`config.mk`:
```
export PLATFORM = sky130hd
export DESIGN_NAME = vpu_top
export DESIGN_NICKNAME = d
export VERILOG_FILES = /design/src/vpu_pkg.sv /design/src/vpu_ctrl_if.sv /design/src/vpu_top.sv /design/src/vpu_node_calc.sv /design/src/vpu_addr_gen.sv /design/src/vpu_ctrl.sv
export SDC_FILE = /design/constraint.sdc
export NUM_CORES = 1
export LEC_CHECK = 0
export ABC_AREA = 1
export BUFFER_PORTS_ARGS = -buffer_cell sky130_fd_sc_hd__buf_2
export CAP_MARGIN = 15
export CORE_MARGIN = 8
export CORE_UTILIZATION = 50
export DETAILED_ROUTE_END_ITERATION = 10
export GPL_ROUTABILITY_DRIVEN = 0
export GPL_TIMING_DRIVEN = 0
export PLACE_DENSITY = 0.79
export SYNTH_ARGS = -nofsm -noshare
export SYNTH_HDL_FRONTEND = slang
export SYNTH_SLANG_ARGS = --single-unit
```
`constraint.sdc`:
```
create_clock -name clk -period 1.95 [get_ports clk]
set_input_delay 0.39 -clock clk [delete_from_list [all_inputs] [get_ports clk]]
set_output_delay 0.39 -clock clk [all_outputs]
set_load 0.02 [all_outputs]
```
`src/vpu_pkg.sv`:
```
package vpu_pkg;

    // message and sum widths
    localparam int unsigned MSG_W  = 6;
    localparam int unsigned SUM_W  = 8;
    localparam int unsigned ADDR_W = 8;
    localparam int unsigned N_EDGE = 3;

    // one full sweep of a 256-entry memory
    localparam int unsigned LAST_ADDR = 255;

    // offset rotation per phase
    localparam int unsigned CHK_ROT_STEP = 5;
    localparam int unsigned VAR_ROT_STEP = 3;
    localparam int unsigned LLR_ROT_STEP = 2;

    localparam int unsigned SAT_MAG = 31;

    typedef enum logic [3:0] {
        ST_IDLE  = 4'b0001,
        ST_LOAD  = 4'b0010,
        ST_CHECK = 4'b0100,
        ST_VAR   = 4'b1000
    } vpu_state_e;

    typedef logic [MSG_W-1:0]  msg_t;
    typedef logic [ADDR_W-1:0] addr_t;

endpackage
```
`src/vpu_ctrl_if.sv`:
```
`timescale 1ns/1ps

interface vpu_ctrl_if;
    import vpu_pkg::*;

    vpu_state_e state;
    logic       ram_wren;
    logic       lram_wren;
    logic       chk_done;
    logic       var_done;

    modport ctrl (
        output state, output ram_wren, output lram_wren, output chk_done, output var_done
    );
    modport addr (
        input state, input ram_wren, input lram_wren, input chk_done, input var_done
    );
    modport calc (input state);

endinterface

```
`src/vpu_top.sv`:
```
`timescale 1ns/1ps

module vpu_top (
    input  logic                                        clk,
    input  logic                                        reset_n,
    input  logic                                        start_i,
    input  logic                                        load_en_i,
    input  logic                                        check_go_i,
    input  logic                                        var_go_i,
    input  logic                                        check_wr_i,
    input  logic [vpu_pkg::N_EDGE*vpu_pkg::ADDR_W-1:0] chk_base_i,
    input  logic [vpu_pkg::N_EDGE*vpu_pkg::MSG_W-1:0]  msg_i,
    input  vpu_pkg::msg_t                               llr_i,
    output logic [vpu_pkg::N_EDGE*vpu_pkg::MSG_W-1:0]  msg_o,
    output logic                                        hard_bit_o,
    output logic                                        check_en_o,
    output logic                                        check_done_o,
    output logic                                        var_done_o,
    output logic                                        ram_wren_o,
    output logic [vpu_pkg::N_EDGE*vpu_pkg::ADDR_W-1:0] ram_addr_o,
    output logic                                        lram_wren_o,
    output vpu_pkg::addr_t                              lram_addr_o,
    output vpu_pkg::vpu_state_e                         state_o
);

    vpu_ctrl_if ctl_bus ();

    vpu_ctrl u_ctrl (
        .clk        (clk),
        .reset_n    (reset_n),
        .start_i    (start_i),
        .load_en_i  (load_en_i),
        .check_go_i (check_go_i),
        .var_go_i   (var_go_i),
        .check_wr_i (check_wr_i),
        .check_en_o (check_en_o),
        .chk_done_o (check_done_o),
        .var_done_o (var_done_o),
        .ctl        (ctl_bus.ctrl)
    );

    vpu_addr_gen u_addr_gen (
        .clk         (clk),
        .reset_n     (reset_n),
        .start_i     (start_i),
        .check_go_i  (check_go_i),
        .var_go_i    (var_go_i),
        .chk_base_i  (chk_base_i),
        .ram_addr_o  (ram_addr_o),
        .lram_addr_o (lram_addr_o),
        .ctl         (ctl_bus.addr)
    );

    vpu_node_calc u_node_calc (
        .clk        (clk),
        .reset_n    (reset_n),
        .msg_i      (msg_i),
        .llr_i      (llr_i),
        .msg_o      (msg_o),
        .hard_bit_o (hard_bit_o),
        .ctl        (ctl_bus.calc)
    );

    assign ram_wren_o  = ctl_bus.ram_wren;
    assign lram_wren_o = ctl_bus.lram_wren;
    assign state_o     = ctl_bus.state;

endmodule

```
`src/vpu_node_calc.sv`:
```
`timescale 1ns/1ps

module vpu_node_calc (
    input  logic                                       clk,
    input  logic                                       reset_n,
    input  logic [vpu_pkg::N_EDGE*vpu_pkg::MSG_W-1:0] msg_i,
    input  vpu_pkg::msg_t                              llr_i,
    output logic [vpu_pkg::N_EDGE*vpu_pkg::MSG_W-1:0] msg_o,
    output logic                                       hard_bit_o,
    vpu_ctrl_if.calc                                   ctl
);
    import vpu_pkg::*;

    typedef logic signed [SUM_W-1:0] sum_t;

    msg_t [N_EDGE-1:0] msg_in;
    msg_t [N_EDGE-1:0] msg_q;
    sum_t              msg_s [N_EDGE];
    sum_t              sum_q [N_EDGE];
    sum_t              llr_s;
    sum_t              total_s;

    function automatic sum_t sm_to_signed(msg_t m);
        sum_t mag;
        mag = sum_t'(m[MSG_W-2:0]);
        return m[MSG_W-1] ? -mag : mag;
    endfunction

    // back to sign-magnitude with the magnitude clipped
    function automatic msg_t signed_to_sm(sum_t s);
        logic [SUM_W-1:0] mag;
        mag = s[SUM_W-1] ? -s : s;
        if (mag > SUM_W'(SAT_MAG))
            mag = SUM_W'(SAT_MAG);
        return {s[SUM_W-1], mag[MSG_W-2:0]};
    endfunction

    assign msg_in = msg_i;
    assign llr_s  = sum_t'(signed'(llr_i));

    // extrinsic sum is total minus own lane
    always_comb begin
        total_s = llr_s;
        for (int i = 0; i < N_EDGE; i++) begin
            msg_s[i] = sm_to_signed(msg_in[i]);
            total_s  = total_s + msg_s[i];
        end
    end

    always_ff @(posedge clk or negedge reset_n) begin
        if (!reset_n) begin
            for (int i = 0; i < N_EDGE; i++)
                sum_q[i] <= '0;
            hard_bit_o <= 1'b0;
        end else begin
            for (int i = 0; i < N_EDGE; i++)
                sum_q[i] <= total_s - msg_s[i];
            hard_bit_o <= total_s[SUM_W-1];
        end
    end

    always_ff @(posedge clk or negedge reset_n) begin
        if (!reset_n) begin
            msg_q <= '0;
        end else if (ctl.state == ST_VAR) begin
            for (int i = 0; i < N_EDGE; i++)
                msg_q[i] <= signed_to_sm(sum_q[i]);
        end
    end

    assign msg_o = msg_q;

endmodule

```
`src/vpu_addr_gen.sv`:
```
`timescale 1ns/1ps

module vpu_addr_gen (
    input  logic                                        clk,
    input  logic                                        reset_n,
    input  logic                                        start_i,
    input  logic                                        check_go_i,
    input  logic                                        var_go_i,
    input  logic [vpu_pkg::N_EDGE*vpu_pkg::ADDR_W-1:0] chk_base_i,
    output logic [vpu_pkg::N_EDGE*vpu_pkg::ADDR_W-1:0] ram_addr_o,
    output vpu_pkg::addr_t                              lram_addr_o,
    vpu_ctrl_if.addr                                    ctl
);
    import vpu_pkg::*;

    addr_t [N_EDGE-1:0] lane_base;
    addr_t [N_EDGE-1:0] lane_q;
    addr_t              llr_addr_q;
    addr_t              edge_ofs_q;
    addr_t              llr_ofs_q;

    assign lane_base = chk_base_i;

    ////////////////////////////////////////
    // edge lane addresses wrapping at 256
    always_ff @(posedge clk or negedge reset_n) begin
        if (!reset_n) begin
            lane_q <= '0;
        end else begin
            for (int i = 0; i < N_EDGE; i++) begin
                case (ctl.state)
                    ST_IDLE: begin
                        if (start_i)
                            lane_q[i] <= '0;
                    end
                    ST_LOAD: begin
                        if (check_go_i)
                            lane_q[i] <= lane_base[i] + edge_ofs_q;
                        else if (ctl.ram_wren)
                            lane_q[i] <= lane_q[i] + 1'b1;
                    end
                    ST_CHECK: begin
                        if (var_go_i)
                            lane_q[i] <= edge_ofs_q;
                        else
                            lane_q[i] <= lane_q[i] + 1'b1;
                    end
                    ST_VAR: begin
                        if (check_go_i)
                            lane_q[i] <= lane_base[i] + edge_ofs_q;
                        else
                            lane_q[i] <= lane_q[i] + 1'b1;
                    end
                    default: begin
                    end
                endcase
            end
        end
    end

    // channel LLR address
    always_ff @(posedge clk or negedge reset_n) begin
        if (!reset_n) begin
            llr_addr_q <= '0;
        end else begin
            case (ctl.state)
                ST_IDLE: begin
                    if (start_i)
                        llr_addr_q <= '0;
                end
                ST_LOAD: begin
                    if (ctl.lram_wren)
                        llr_addr_q <= llr_addr_q + 1'b1;
                end
                ST_CHECK: begin
                    if (var_go_i)
                        llr_addr_q <= llr_ofs_q;
                end
                ST_VAR: llr_addr_q <= llr_addr_q + 1'b1;
                default: begin
                end
            endcase
        end
    end

    ////////////////////////////////////////
    // rotating base offsets
    always_ff @(posedge clk or negedge reset_n) begin
        if (!reset_n) begin
            edge_ofs_q <= '0;
            llr_ofs_q  <= '0;
        end else if ((ctl.state == ST_IDLE) && start_i) begin
            edge_ofs_q <= '0;
            llr_ofs_q  <= '0;
        end else if (ctl.chk_done) begin
            edge_ofs_q <= edge_ofs_q + addr_t'(CHK_ROT_STEP);
        end else if (ctl.var_done) begin
            edge_ofs_q <= edge_ofs_q + addr_t'(VAR_ROT_STEP);
            llr_ofs_q  <= llr_ofs_q + addr_t'(LLR_ROT_STEP);
        end
    end

    assign ram_addr_o  = lane_q;
    assign lram_addr_o = llr_addr_q;

endmodule

```
`src/vpu_ctrl.sv`:
```
`timescale 1ns/1ps

module vpu_ctrl (
    input  logic     clk,
    input  logic     reset_n,
    input  logic     start_i,
    input  logic     load_en_i,
    input  logic     check_go_i,
    input  logic     var_go_i,
    input  logic     check_wr_i,
    output logic     check_en_o,
    output logic     chk_done_o,
    output logic     var_done_o,
    vpu_ctrl_if.ctrl ctl
);
    import vpu_pkg::*;

    vpu_state_e state_q;
    vpu_state_e state_d;
    logic       ram_wren_q;
    logic       lram_wren_q;
    logic       var_req_q;
    logic [1:0] var_req_dly_q;
    logic       check_en_q;
    addr_t      cyc_cnt_q;
    addr_t      wr_cnt_q;
    logic       chk_done_q;
    logic       var_done_q;
    logic       in_idle;
    logic       in_load;
    logic       in_check;
    logic       in_var;
    logic       cnt_clear;
    logic       cyc_last;
    logic       wr_last;

    assign in_idle  = (state_q == ST_IDLE);
    assign in_load  = (state_q == ST_LOAD);
    assign in_check = (state_q == ST_CHECK);
    assign in_var   = (state_q == ST_VAR);

    ////////////////////////////////////////
    // phase state machine
    always_comb begin
        state_d = state_q;
        case (state_q)
            ST_IDLE: begin
                if (start_i)
                    state_d = ST_LOAD;
            end
            ST_LOAD: begin
                if (check_go_i)
                    state_d = ST_CHECK;
            end
            ST_CHECK: begin
                if (start_i)
                    state_d = ST_IDLE;
                else if (var_go_i)
                    state_d = ST_VAR;
            end
            ST_VAR: begin
                if (check_go_i)
                    state_d = ST_CHECK;
            end
            default: state_d = ST_IDLE;
        endcase
    end

    always_ff @(posedge clk or negedge reset_n) begin
        if (!reset_n)
            state_q <= ST_IDLE;
        else
            state_q <= state_d;
    end

    ////////////////////////////////////////
    // write enables
    always_ff @(posedge clk or negedge reset_n) begin
        if (!reset_n) begin
            ram_wren_q  <= 1'b0;
            lram_wren_q <= 1'b0;
        end else begin
            case (state_q)
                ST_LOAD: begin
                    ram_wren_q  <= load_en_i;
                    lram_wren_q <= load_en_i;
                end
                ST_CHECK: begin
                    ram_wren_q  <= check_wr_i;
                    lram_wren_q <= 1'b0;
                end
                // memory read plus two calc stages ahead of the write
                ST_VAR: begin
                    ram_wren_q  <= var_req_dly_q[1];
                    lram_wren_q <= var_req_dly_q[1];
                end
                default: begin
                    ram_wren_q  <= 1'b0;
                    lram_wren_q <= 1'b0;
                end
            endcase
        end
    end

    always_ff @(posedge clk or negedge reset_n) begin
        if (!reset_n) begin
            var_req_q     <= 1'b0;
            var_req_dly_q <= '0;
            check_en_q    <= 1'b0;
            check_en_o    <= 1'b0;
        end else begin
            if (in_check && var_go_i && !start_i)
                var_req_q <= 1'b1;
            else if (in_var && (check_go_i || cyc_last))
                var_req_q <= 1'b0;
            var_req_dly_q <= {var_req_dly_q[0], var_req_q};

            if ((in_load || in_var) && check_go_i)
                check_en_q <= 1'b1;
            else if (in_check && (start_i || cyc_last))
                check_en_q <= 1'b0;
            check_en_o <= check_en_q;
        end
    end

    ////////////////////////////////////////
    // phase counters and done pulses
    assign cnt_clear = (in_idle && start_i) || (in_load && check_go_i) ||
                       (in_check && (start_i || var_go_i)) || (in_var && check_go_i);
    assign cyc_last  = (cyc_cnt_q == addr_t'(LAST_ADDR));
    assign wr_last   = ram_wren_q && (wr_cnt_q == addr_t'(LAST_ADDR));

    always_ff @(posedge clk or negedge reset_n) begin
        if (!reset_n) begin
            cyc_cnt_q <= '0;
            wr_cnt_q  <= '0;
        end else if (cnt_clear) begin
            cyc_cnt_q <= '0;
            wr_cnt_q  <= '0;
        end else if (in_check || in_var) begin
            cyc_cnt_q <= cyc_cnt_q + 1'b1;
            if (ram_wren_q)
                wr_cnt_q <= wr_cnt_q + 1'b1;
        end
    end

    always_ff @(posedge clk or negedge reset_n) begin
        if (!reset_n) begin
            chk_done_q <= 1'b0;
            var_done_q <= 1'b0;
            chk_done_o <= 1'b0;
            var_done_o <= 1'b0;
        end else begin
            chk_done_q <= in_check && wr_last;
            var_done_q <= in_var && wr_last;
            chk_done_o <= chk_done_q;
            var_done_o <= var_done_q;
        end
    end

    assign ctl.state     = state_q;
    assign ctl.ram_wren  = ram_wren_q;
    assign ctl.lram_wren = lram_wren_q;
    assign ctl.chk_done  = chk_done_q;
    assign ctl.var_done  = var_done_q;

endmodule

```
# ---- Word level (Yosys, flattened, before mapping)
# Cells that the tools add are included.
# Widths: inputs -> output; s select.
dict set report word_totals {
  register_bits 122
  mem_count 0
  word_cells 150
  rom_bits 0
  latch_bits 0
  ram_bits 0
  output_inout_bits 60
}
dict set report op_classes {
  eq_ne 13
  multipliers 0
  bitwise 0
  magnitude_cmp 3
  n_reduce_logical 34
  n_mux 50
  div 0
  shift 0
  addsub 24
}
# operator n
set ops {}
lappend ops {{$mux 8} 32}
lappend ops {{$pmux 8 s4} 4}
lappend ops {{$add 8x1->8 const B} 6}
lappend ops {{$add 8x8->8} 5}
lappend ops {{$gt 8x5->1 const B} 3}
lappend ops {{$neg 5->8} 3}
lappend ops {{$neg 8->8} 3}
lappend ops {{$sub 8x8->8} 3}
lappend ops {{$add 8x2->8 const B} 2}
lappend ops {{$eq 8x8->1 const B} 2}
lappend ops {{$mux 4} 4}
lappend ops {{$mux 5} 3}
lappend ops {{$logic_and 1x1->1} 12}
lappend ops {{$pmux 4 s3} 1}
lappend ops {{$reduce_bool 2->1} 5}
lappend ops {{$add 6x8->8} 1}
lappend ops {{$add 8x3->8 const B} 1}
lappend ops {{$logic_or 1x1->1} 8}
lappend ops {{$ne 2x1->1 const B} 3}
lappend ops {{$reduce_and 3->1} 2}
lappend ops {{$eq 4x1->1 const B} 1}
lappend ops {{$eq 4x2->1 const B} 1}
lappend ops {{$eq 4x3->1 const B} 1}
lappend ops {{$eq 4x4->1 const B} 1}
lappend ops {{other kinds (12)} 17}

# ---- Logic depth before layout (Yosys ltp)
# Gate-level depths: netlist of the first run.
dict set report depth {
  word_depth 7
  depth_mapped 24
  depth_no_buf 24
}

# ---- By module
# Synthesis of the first run repeated with hierarchy kept, for this count alone.
dict set report hier_totals {
  hier_cells 1399
  area_unflattened_um2 9874.5
}
# module cells_each seq_area_each_um2 area_each_um2 instances
set modules_own_cells {}
lappend modules_own_cells {vpu_addr_gen 705 1176.1 4473.0 1}
lappend modules_own_cells {vpu_node_calc 495 1076.0 3789.9 1}
lappend modules_own_cells {vpu_ctrl 199 777.0 1611.5 1}

# ---- Least setup slack after synthesis of the first run
# OpenSTA, ideal clock, no wires.
dict set report synth_timing {
  kind {input port to flip-flop}
  from {input port msg_i[12] in the netlist's numbering}
  to {register u_node_calc.sum_q[23] in the netlist's numbering}
  t_arrival_ns 3.842
  path_slack_ns -2.009
  path_buffers 0
  stages 23
  required_ns 1.833
  cell_sequence {inv_1 ha_1 inv_1 nor2_1 nor2_1 a22oi_1 fa_1 fa_1 inv_1 ha_1 nand3_1 nand2_1 nand2_1 nand2_1 a21oi_1 xnor2_1 ha_1 a21oi_1 o21ai_0 a21oi_1 nand3_1 nand3_1 nand2_1}
}
dict set report synth_via {
  elab_chain_cells 4
}
# element line_no
set synth_rtl {}
lappend synth_rtl {{start: declaration} vpu_top.sv:12} ;# input logic [vpu_pkg::N_EDGE*vpu_pkg::MSG_W-1:0] msg_i,
lappend synth_rtl {{$neg 5->8} vpu_node_calc.sv:26} ;# return m[MSG_W-1] ? -mag : mag;
lappend synth_rtl {{$mux 8 (*)} vpu_node_calc.sv:26}
lappend synth_rtl {{$add 8x8->8 (*)} vpu_node_calc.sv:46} ;# total_s = total_s + msg_s[i];
lappend synth_rtl {{$sub 8x8->8 (*)} vpu_node_calc.sv:57} ;# sum_q[i] <= total_s - msg_s[i];
lappend synth_rtl {{end signal: indexed assignment} vpu_node_calc.sv:57}
lappend synth_rtl {{end: declaration} vpu_node_calc.sv:19} ;# sum_t sum_q [N_EDGE];
# Every way passes the cells marked *; elsewhere a longest branch is shown, timed or not.
# A chain may end at the register's enable or synchronous reset.

# ---- Worst setup path after layout of the first run
dict set report layout_timing {
  from {input port msg_i[13] in the netlist's numbering}
  to {register u_node_calc.sum_q[23] in the netlist's numbering}
}
# Same word-level chain as after synthesis.

==> results of run 1 <==
[metrics by stage]
stage                     hold slack (ns)  power, mW  setup slack [ns]  TNS (ns)  utilization, %
final                              0.2609      20.09            -2.081    -33.03           67.30
after global routing               0.2535      21.17            -2.177    -34.72           67.30
after CTS                          0.2101      17.63            -1.843    -29.37           63.89
after detailed placement           0.3357      13.25            -2.450    -44.11           57.32
after global placement             0.3347      12.97            -2.352   -175.48           57.13
after floorplan                   0.09441      10.92            -1.782    -31.80               -
[cell usage after synthesis, drive strengths merged (7+ instances only)]
cell type    n
a21o         8
a21oi       64
a31oi       13
buf          8
dfrtp      120
fa          22
ha          64
inv        207
nand2      238
nand3       93
nand4       19
nor2        89
nor3        10
o21ai      107
o22ai        7
xnor2       20
xor2        38
[where the power goes]
| part | internal, mW | switching, mW |
|---|---|---|
| Sequential | 3.41 | 0.765 |
| Clock | 2.11 | 1.11 |
| Combinational | 5.32 | 7.39 |
| Total | 10.8 | 9.26 |
[final cells by class]
class / count / area (um2)
plain buffers: 13 / 87.58
clock buffers: 25 / 485.5
clock inverters: 7 / 115.1
fillers: 1335 / 5874
inverters: 207 / 834.6
multi-input cells: 847 / 6053
flip-flops and latches: 121 / 3037
well taps: 229 / 286.5
repair buffers: 181 / 1190
[flip-flops by register name (all words and copies together), names as in the netlist, 2 cells and up]
register / count
u_addr_gen.llr_ofs_q: 7
u_node_calc.msg_o: 18
u_addr_gen.ram_addr_o: 24
u_addr_gen.edge_ofs_q: 8
u_ctrl.wr_cnt_q: 8
u_addr_gen.lram_addr_o: 8
u_ctrl.var_req_dly_q: 2
u_node_calc.sum_q: 24
u_ctrl.ctl.state: 4
u_ctrl.cyc_cnt_q: 8
[worst min path at each step]
| stage | startpoint | end | slack, ns | cells after the start |
|---|---|---|---|---|
| 2_1_floorplan | reset_n | u_addr_gen.edge_ofs_q[0] | 0.09 | 0 |
| 3_3_place_gp | u_ctrl.var_req_dly_q[0] | u_ctrl.var_req_dly_q[1] | 0.33 | 0 |
| 3_5_place_dp | reset_n | u_ctrl.wr_cnt_q[1] | 0.34 | 1 |
| 4_1_cts | load_en_i | u_ctrl.ctl.lram_wren | 0.21 | 3 |
| 5_1_grt | msg_i[0] | u_node_calc.sum_q[16] | 0.25 | 2 |
| 6_report | msg_i[0] | u_node_calc.sum_q[16] | 0.26 | 2 |
[layer usage]
layer,vias up,wire length [um]
met5,-,0
met4,0,1502
met3,132,2520
met2,483,14000
met1,4453,11620
li1,4317,-
[timing repair]
item | 4_1_cts | 5_1_grt
setup buffers | 37 | 30
hold endpoints to repair | 38 | 0
hold buffers | 1 | 0
setup endpoints to repair | 49 | 69
pin swaps | 34 | 72
gates resized for setup | 62 | 110
[worst max-delay path: stages]
cell     delay [ns]
buf_12         0.11
inv_12         0.04
ha_4           0.12
inv_4          0.04
nor2_4         0.08
nor2_2         0.06
a22oi_2        0.23
fa_1           0.50
fa_2           0.60
inv_2          0.06
ha_4           0.16
a21oi_4        0.15
nand2_2        0.09
nand2_2        0.07
nand2_2        0.05
a21oi_2        0.20
xnor2_2        0.14
buf_6          0.16
ha_4           0.23
a21oi_4        0.18
o21ai_2        0.08
a21oi_2        0.20
inv_1          0.11
nand3_1        0.10
nand3_1        0.07
nand2_1        0.10
[kinds of logic (layout without fill, tap and decap cells)]
group / count (synthesis) / in the layout
compound gates: 238 / 238
xor+xnor: 58 / 58
simple gates: 465 / 465
flops: 121 / 121
buf+inv: 220 / 433
fa+ha+maj: 86 / 86
==> flow_summary.yaml, run 1 <==
placement:
  portBuffers: 114
  dpl_cell_area_mm2: 0.01030
  place_hpwl_um: 18960
  dp_cells: 1532
synth:
  synth-xor-area-share_pct: 5.565
  synth_fp_nets: 1329
  ys.flop_type: "dfrtp_1"
  synthAdderAreaFrac_pct: 13.60
  synth_cell_type_count: 55
  syn-cell-area_mm2: 0.009129
  synthSimpleGateAreaFrac_pct: 23.15
  synthTopCellsByArea: "dfrtp_1 (33%), nand2_1 (9.4%), ha_1 (8.8%)"
  synth.largest_area_cell: "dfrtp_1"
  synthMuxAreaShare_pct: 0
  yosysSeqAreaShare_pct: 33.18
  synthCells: 1188
  synthArstFlopShare_pct: 100.0
  yosysWarnings: 0
  synth_area_per_cell_um2: 7.684
  yosysTopAreaCellShare_pct: 32.89
  synth_top_family_by_area: "simple AND/OR/NAND/NOR gates"
  synth_compound_area_share_pct: 15.01
  synth_edf_count: 0
  ys_ff_latch: 121
route:
  viasPerCell: 5.758
  ant_nets: 0
  avgRoutedWirePerCell_um: 18.19
  drt-initial-drc-count: 903
  wirelength_um: 29650
  vias: 9385
  drc: 0
  drtPass1Iterations: 8
final_layout:
  layout_common_cells: "nand2_1 (203), inv_1 (173), dfrtp_1 (114)"
  antenna_cells: 0
  final_cells: 1630
  stdcell_area_mm2: 0.01209
  final_common_cell: "nand2_1"
  fin_nets: 1529
  drive_above_1_share_pct: 29.26
  area_growth_pct: 32.43
global_routing:
  antenna_found_initial: 0
  use_met3_pct: 5.348
  track_usage_pct: 23.87
  grt_pass1_vias: 8760
  grt-busiest-layer: "met2"
  grt_max_degree: 84
  use_met1_pct: 29.39
  grtUsageMet2_pct: 39.60
  grt_pass1_wl_um: 43380
  grt-ovfl-total: 0
power:
  power_leakage_nw: 6.151
  ir_drop_mv: 1.040
  power-per-cell-area_mw_per_mm2: 1662
die:
  coreArea_mm2: 0.01796
  dieArea_mm2: 0.02284
  fp.dieH_um: 151.1
  io_pins: 115
  start_util_pct: 50.82
  dieWidth_um: 151.1
  rows: 49
critical_path:
  crit_path_end_kind: "flip-flop"
  r2r-end: "u_addr_gen.ram_addr_o[6]"
  r2r_start: "u_addr_gen.edge_ofs_q[0]"
  critical_path.startpoint: "msg_i[13]"
  crit_path_start_kind: "input port"
  rr_worst_depth: 9
  r2r_slack_ns: 0.02
  crit_fanout: 3
  worstPathArrival_ns: 4.38
  crit_type: "in2reg"
  endpoint: "u_node_calc.sum_q[23]"
  required_ns: 2.30
sta:
  fin_crit_ns: 4.031
  worstMarginPinSlew_ns: 0.6938
  setup_viol: 22
  worst_slew_margin_rel_pct: 53.26
  finalCritPeriodShare_pct: 206.7
  rsz0062_at_grt: "true"
  hold_viol_final: 0
  report.final.slew_viol_count: 0
  max_freq_ghz: 0.2481
  fin_skew_ns: 0.01211
  setup_slack_ns: -2.081
clocking:
  cts_tree: "done"
  root_buffer: "clkbuf_16"
  ctsLongestPathBuffers: 2
  clock-sinks: 121
  htreeDepth: 4
  insertion_delay_ns: 0.42
  cts_buffers: 17
  path_clk_slew_ns: 0.06
status:
  status: "complete, but fails checks"
  violations: "negative setup slack"
flow_run:
  cap_violations: 0
min_path:
  hold_class: "in2reg"
No activity file was read; power rests on OpenSTA's default activity.
==> inputs of run 2 (changes only) <==
ABC_AREA = 0   (was 1)
PLACE_DENSITY = 0.8   (was 0.79)
==> run 2 against run 1 <==
  * Non-clock buffer count grew 33
  * Critical path depth shrank 4
  * The run still ends with negative setup slack left
  * Register-to-register slack lost 0.39 ns
  * Clock-buffer cell count shrank 7
  * Sequential share of layout area grew 1.1 points
  * Combinational power shrank 31%
  * Final cell count shrank 17%
  * Setup slack gained 0.22 ns
  * Core utilization grew 3.3 points
  * Maximum frequency grew 5.8%
==> flow_summary.yaml, run 2 <==
sta:
  max_freq_ghz: 0.2624
  worstMarginPinSlew_ns: 0.9908
  hold_viol_final: 0
  report.final.slew_viol_count: 0
  fin_skew_ns: 0.008975
  worst_slew_margin_rel_pct: 33.25
  fin_crit_ns: 3.811
  final.setup.tns_ns: -34.89
  rsz0062_at_grt: "true"
  setup_viol: 40
  finalCritPeriodShare_pct: 195.4
  hold_slack_ns: 0.1592
  setup_slack_ns: -1.861
clocking:
  htreeDepth: 4
  insertion_delay_ns: 0.43
  cts_buffers: 17
  path_clk_slew_ns: 0.06
  ctsLongestPathBuffers: 2
  root_buffer: "clkbuf_16"
  cts_tree: "done"
  clock-sinks: 121
global_routing:
  grt-ovfl-total: 0
  grt_max_degree: 79
  track_usage_pct: 22.65
  grt_pass1_wl_um: 38890
  grt_pass1_vias: 7828
  antenna_found_initial: 0
power:
  pwr-share-comb_pct: 56.0
  clockPowerShare_pct: 20.8
  power_leakage_nw: 5.494
  power-per-cell-area_mw_per_mm2: 1359
  p_int_mw: 9.428
  sw_frac_of_total_pct: 40.09
  ir_drop_mv: 1.199
  switching_power_mw: 6.310
  p_total_mw: 15.74
  pwr-share-seq_pct: 23.1
critical_path:
  worstPathArrival_ns: 4.16
  r2r-end: "u_addr_gen.ram_addr_o[6]"
  cp.depth: 22
  endpoint: "u_node_calc.sum_q[14]"
  required_ns: 2.30
  cpLargestDelayFamily: "adder cells"
  crit_fanout: 4
  crit_path_start_kind: "input port"
  r2r_start: "u_addr_gen.edge_ofs_q[0]"
  critical_path.startpoint: "msg_i[12]"
  slowest_stage: "fa_2"
  crit_path_end_kind: "flip-flop"
  crit_chain: "buf_12 > inv_6 > ha_4 > nand2_4 > o21ai_4 > inv_2 > fa_2 > fa_1 > inv_1 > ha_2 > inv_2 > fa_2 > buf_6 > buf_6 > xnor2_4 > buf_12 > ha_4 > o21ai_2 > nand2b_1 > a21o_1 > a21oi_2 > xnor2_1"
  crit_type: "in2reg"
  rr_worst_depth: 9
  crit_path_max_incr_delay_ns: 0.63
  crit_buf_inv: 8
  r2r_slack_ns: -0.37
final_layout:
  multi_input_area_mm2: 0.005793
  final_cells: 1354
  area_growth_pct: 39.19
  drive_above_1_share_pct: 36.16
  final_common_cell: "dfrtp_1"
  fin_nets: 1262
  fillers: 1085
  regArea_mm2: 0.003040
  antenna_cells: 0
  layout_common_cells: "dfrtp_1 (113), buf_2 (107), nor2_1 (77)"
synth:
  ys.flop_type: "dfrtp_1"
  synth.largest_area_cell: "dfrtp_1"
  yosysTopAreaCellShare_pct: 36.10
  synth_most_common_cell: "dfrtp_1"
  yosysWarnings: 0
  synth_fp_nets: 1043
  synthTopCellsByArea: "dfrtp_1 (36%), ha_1 (9.6%), xnor2_1 (5.7%)"
  synthArstFlopShare_pct: 100.0
  synth_cell_type_count: 64
  synthCells: 902
  syn-cell-area_mm2: 0.008318
  yosysSeqAreaShare_pct: 36.42
  synth_area_per_cell_um2: 9.222
  synth_edf_count: 0
  yosys-top-cells-count: "dfrtp_1 (120), nand2_1 (83), nor2_1 (82)"
  ys_ff_latch: 121
route:
  avgRoutedWirePerCell_um: 19.38
  wirelength_um: 26250
  vias: 7850
  drt-initial-drc-count: 712
  ant_nets: 0
  viasPerCell: 5.798
  drtPass1Iterations: 6
  drc: 0
die:
  start_util_pct: 50.70
  coreArea_mm2: 0.01641
  io_pins: 115
  dieArea_mm2: 0.02102
  dieWidth_um: 145.0
  fp.dieH_um: 145.0
  rows: 47
placement:
  place_hpwl_um: 16410
  dp_cells: 1236
  portBuffers: 113
  post-place-ws_ns: -2.555
flow_run:
  cap_violations: 0
status:
  violations: "negative setup slack"
  status: "complete, but fails checks"
min_path:
  hold_class: "in2reg"
## run 2: cell types whose count changed after synthesis, sizes merged, moves of 13 or more
cell	before	now
inv	207	67
nand2	238	83
nand3	93	23
nand4	19	6
nor2b	0	13
o21ai	107	69
xnor2	20	56
## run 2: how the worst min path moves through the flow
stage	start	to	slack, ns	depth (start not counted)
finish	check_wr_i	u_ctrl.ctl.ram_wren	0.16	3
global route	check_wr_i	u_ctrl.ctl.ram_wren	0.17	3
CTS	check_wr_i	u_ctrl.ctl.ram_wren	0.15	3
detailed placement	reset_n	u_ctrl.check_en_o	0.34	1
global placement	u_ctrl.var_req_dly_q[0]	u_ctrl.var_req_dly_q[1]	0.33	0
floorplan	reset_n	u_addr_gen.edge_ofs_q[0]	0.09	0
## run 2: what timing repair did
action / CTS / global route
gates resized for setup: 105 / 101
endpoints found under the hold margin: 42 / 0
buffers inserted: 56 / 32
hold buffers: 1 / 0
setup endpoints to repair: 91 / 82
pin swaps: 72 / 70
## run 2: worst register-to-register path: cells and delay by family (launching register included)
| family | cells | cell delay (ns) |
|---|---|---|
| compound gates | 5 | 0.76 |
| fa+ha+maj | 2 | 0.50 |
| flops | 1 | 0.49 |
| xor+xnor | 1 | 0.27 |
| buf+inv | 1 | 0.16 |
## run 2: logic make-up after synthesis
group	Yosys count	synth area share, %
simple gates	276	15.90
compound gates	213	15.98
flops	121	36.42
xor+xnor	107	11.61
buf+inv	94	4.573
fa+ha+maj	86	14.92
mux	5	0.6017
## run 2: final cells by class
cell class,instances,area share [%]
Timing Repair Buffer,202,11.94
Sequential cell,121,26.26
Clock inverter,14,1.491
Inverter,67,2.453
Tap cell,220,2.378
Clock buffer,18,3.793
Multi-Input combinational cell,687,50.04
Buffer,25,1.643
## run 2: stage by stage
step | instance area [um2] | utilization (%)
after floorplan | 8610 | -
after global placement | 9450 | 57.60
after detailed placement | 9484 | 57.81
after CTS | 10970 | 66.84
after global routing | 11580 | 70.56
final | 11580 | 70.56
## run 2: per-layer routing
layer	share of wire [%]	GRT usage, %	vias up	wire length, um
li1	-	-	3553	-
met4	5.1	12.84	0	1336
met2	51	39.18	419	13510
met5	0	0	-	0
met3	7.9	6.530	121	2078
met1	36	24.46	3757	9317
## run 2: power by group through the flow
stage / Combinational (mW) / Clock, mW / Sequential [mW]
2_1_floorplan: 4.65 / 0 / 3.85
3_3_place_gp: 6.19 / 0 / 3.63
3_5_place_dp: 6.36 / 0 / 3.64
4_1_cts: 7.46 / 3.28 / 3.59
5_1_grt: 9.48 / 3.42 / 3.70
6_report: 8.82 / 3.28 / 3.64
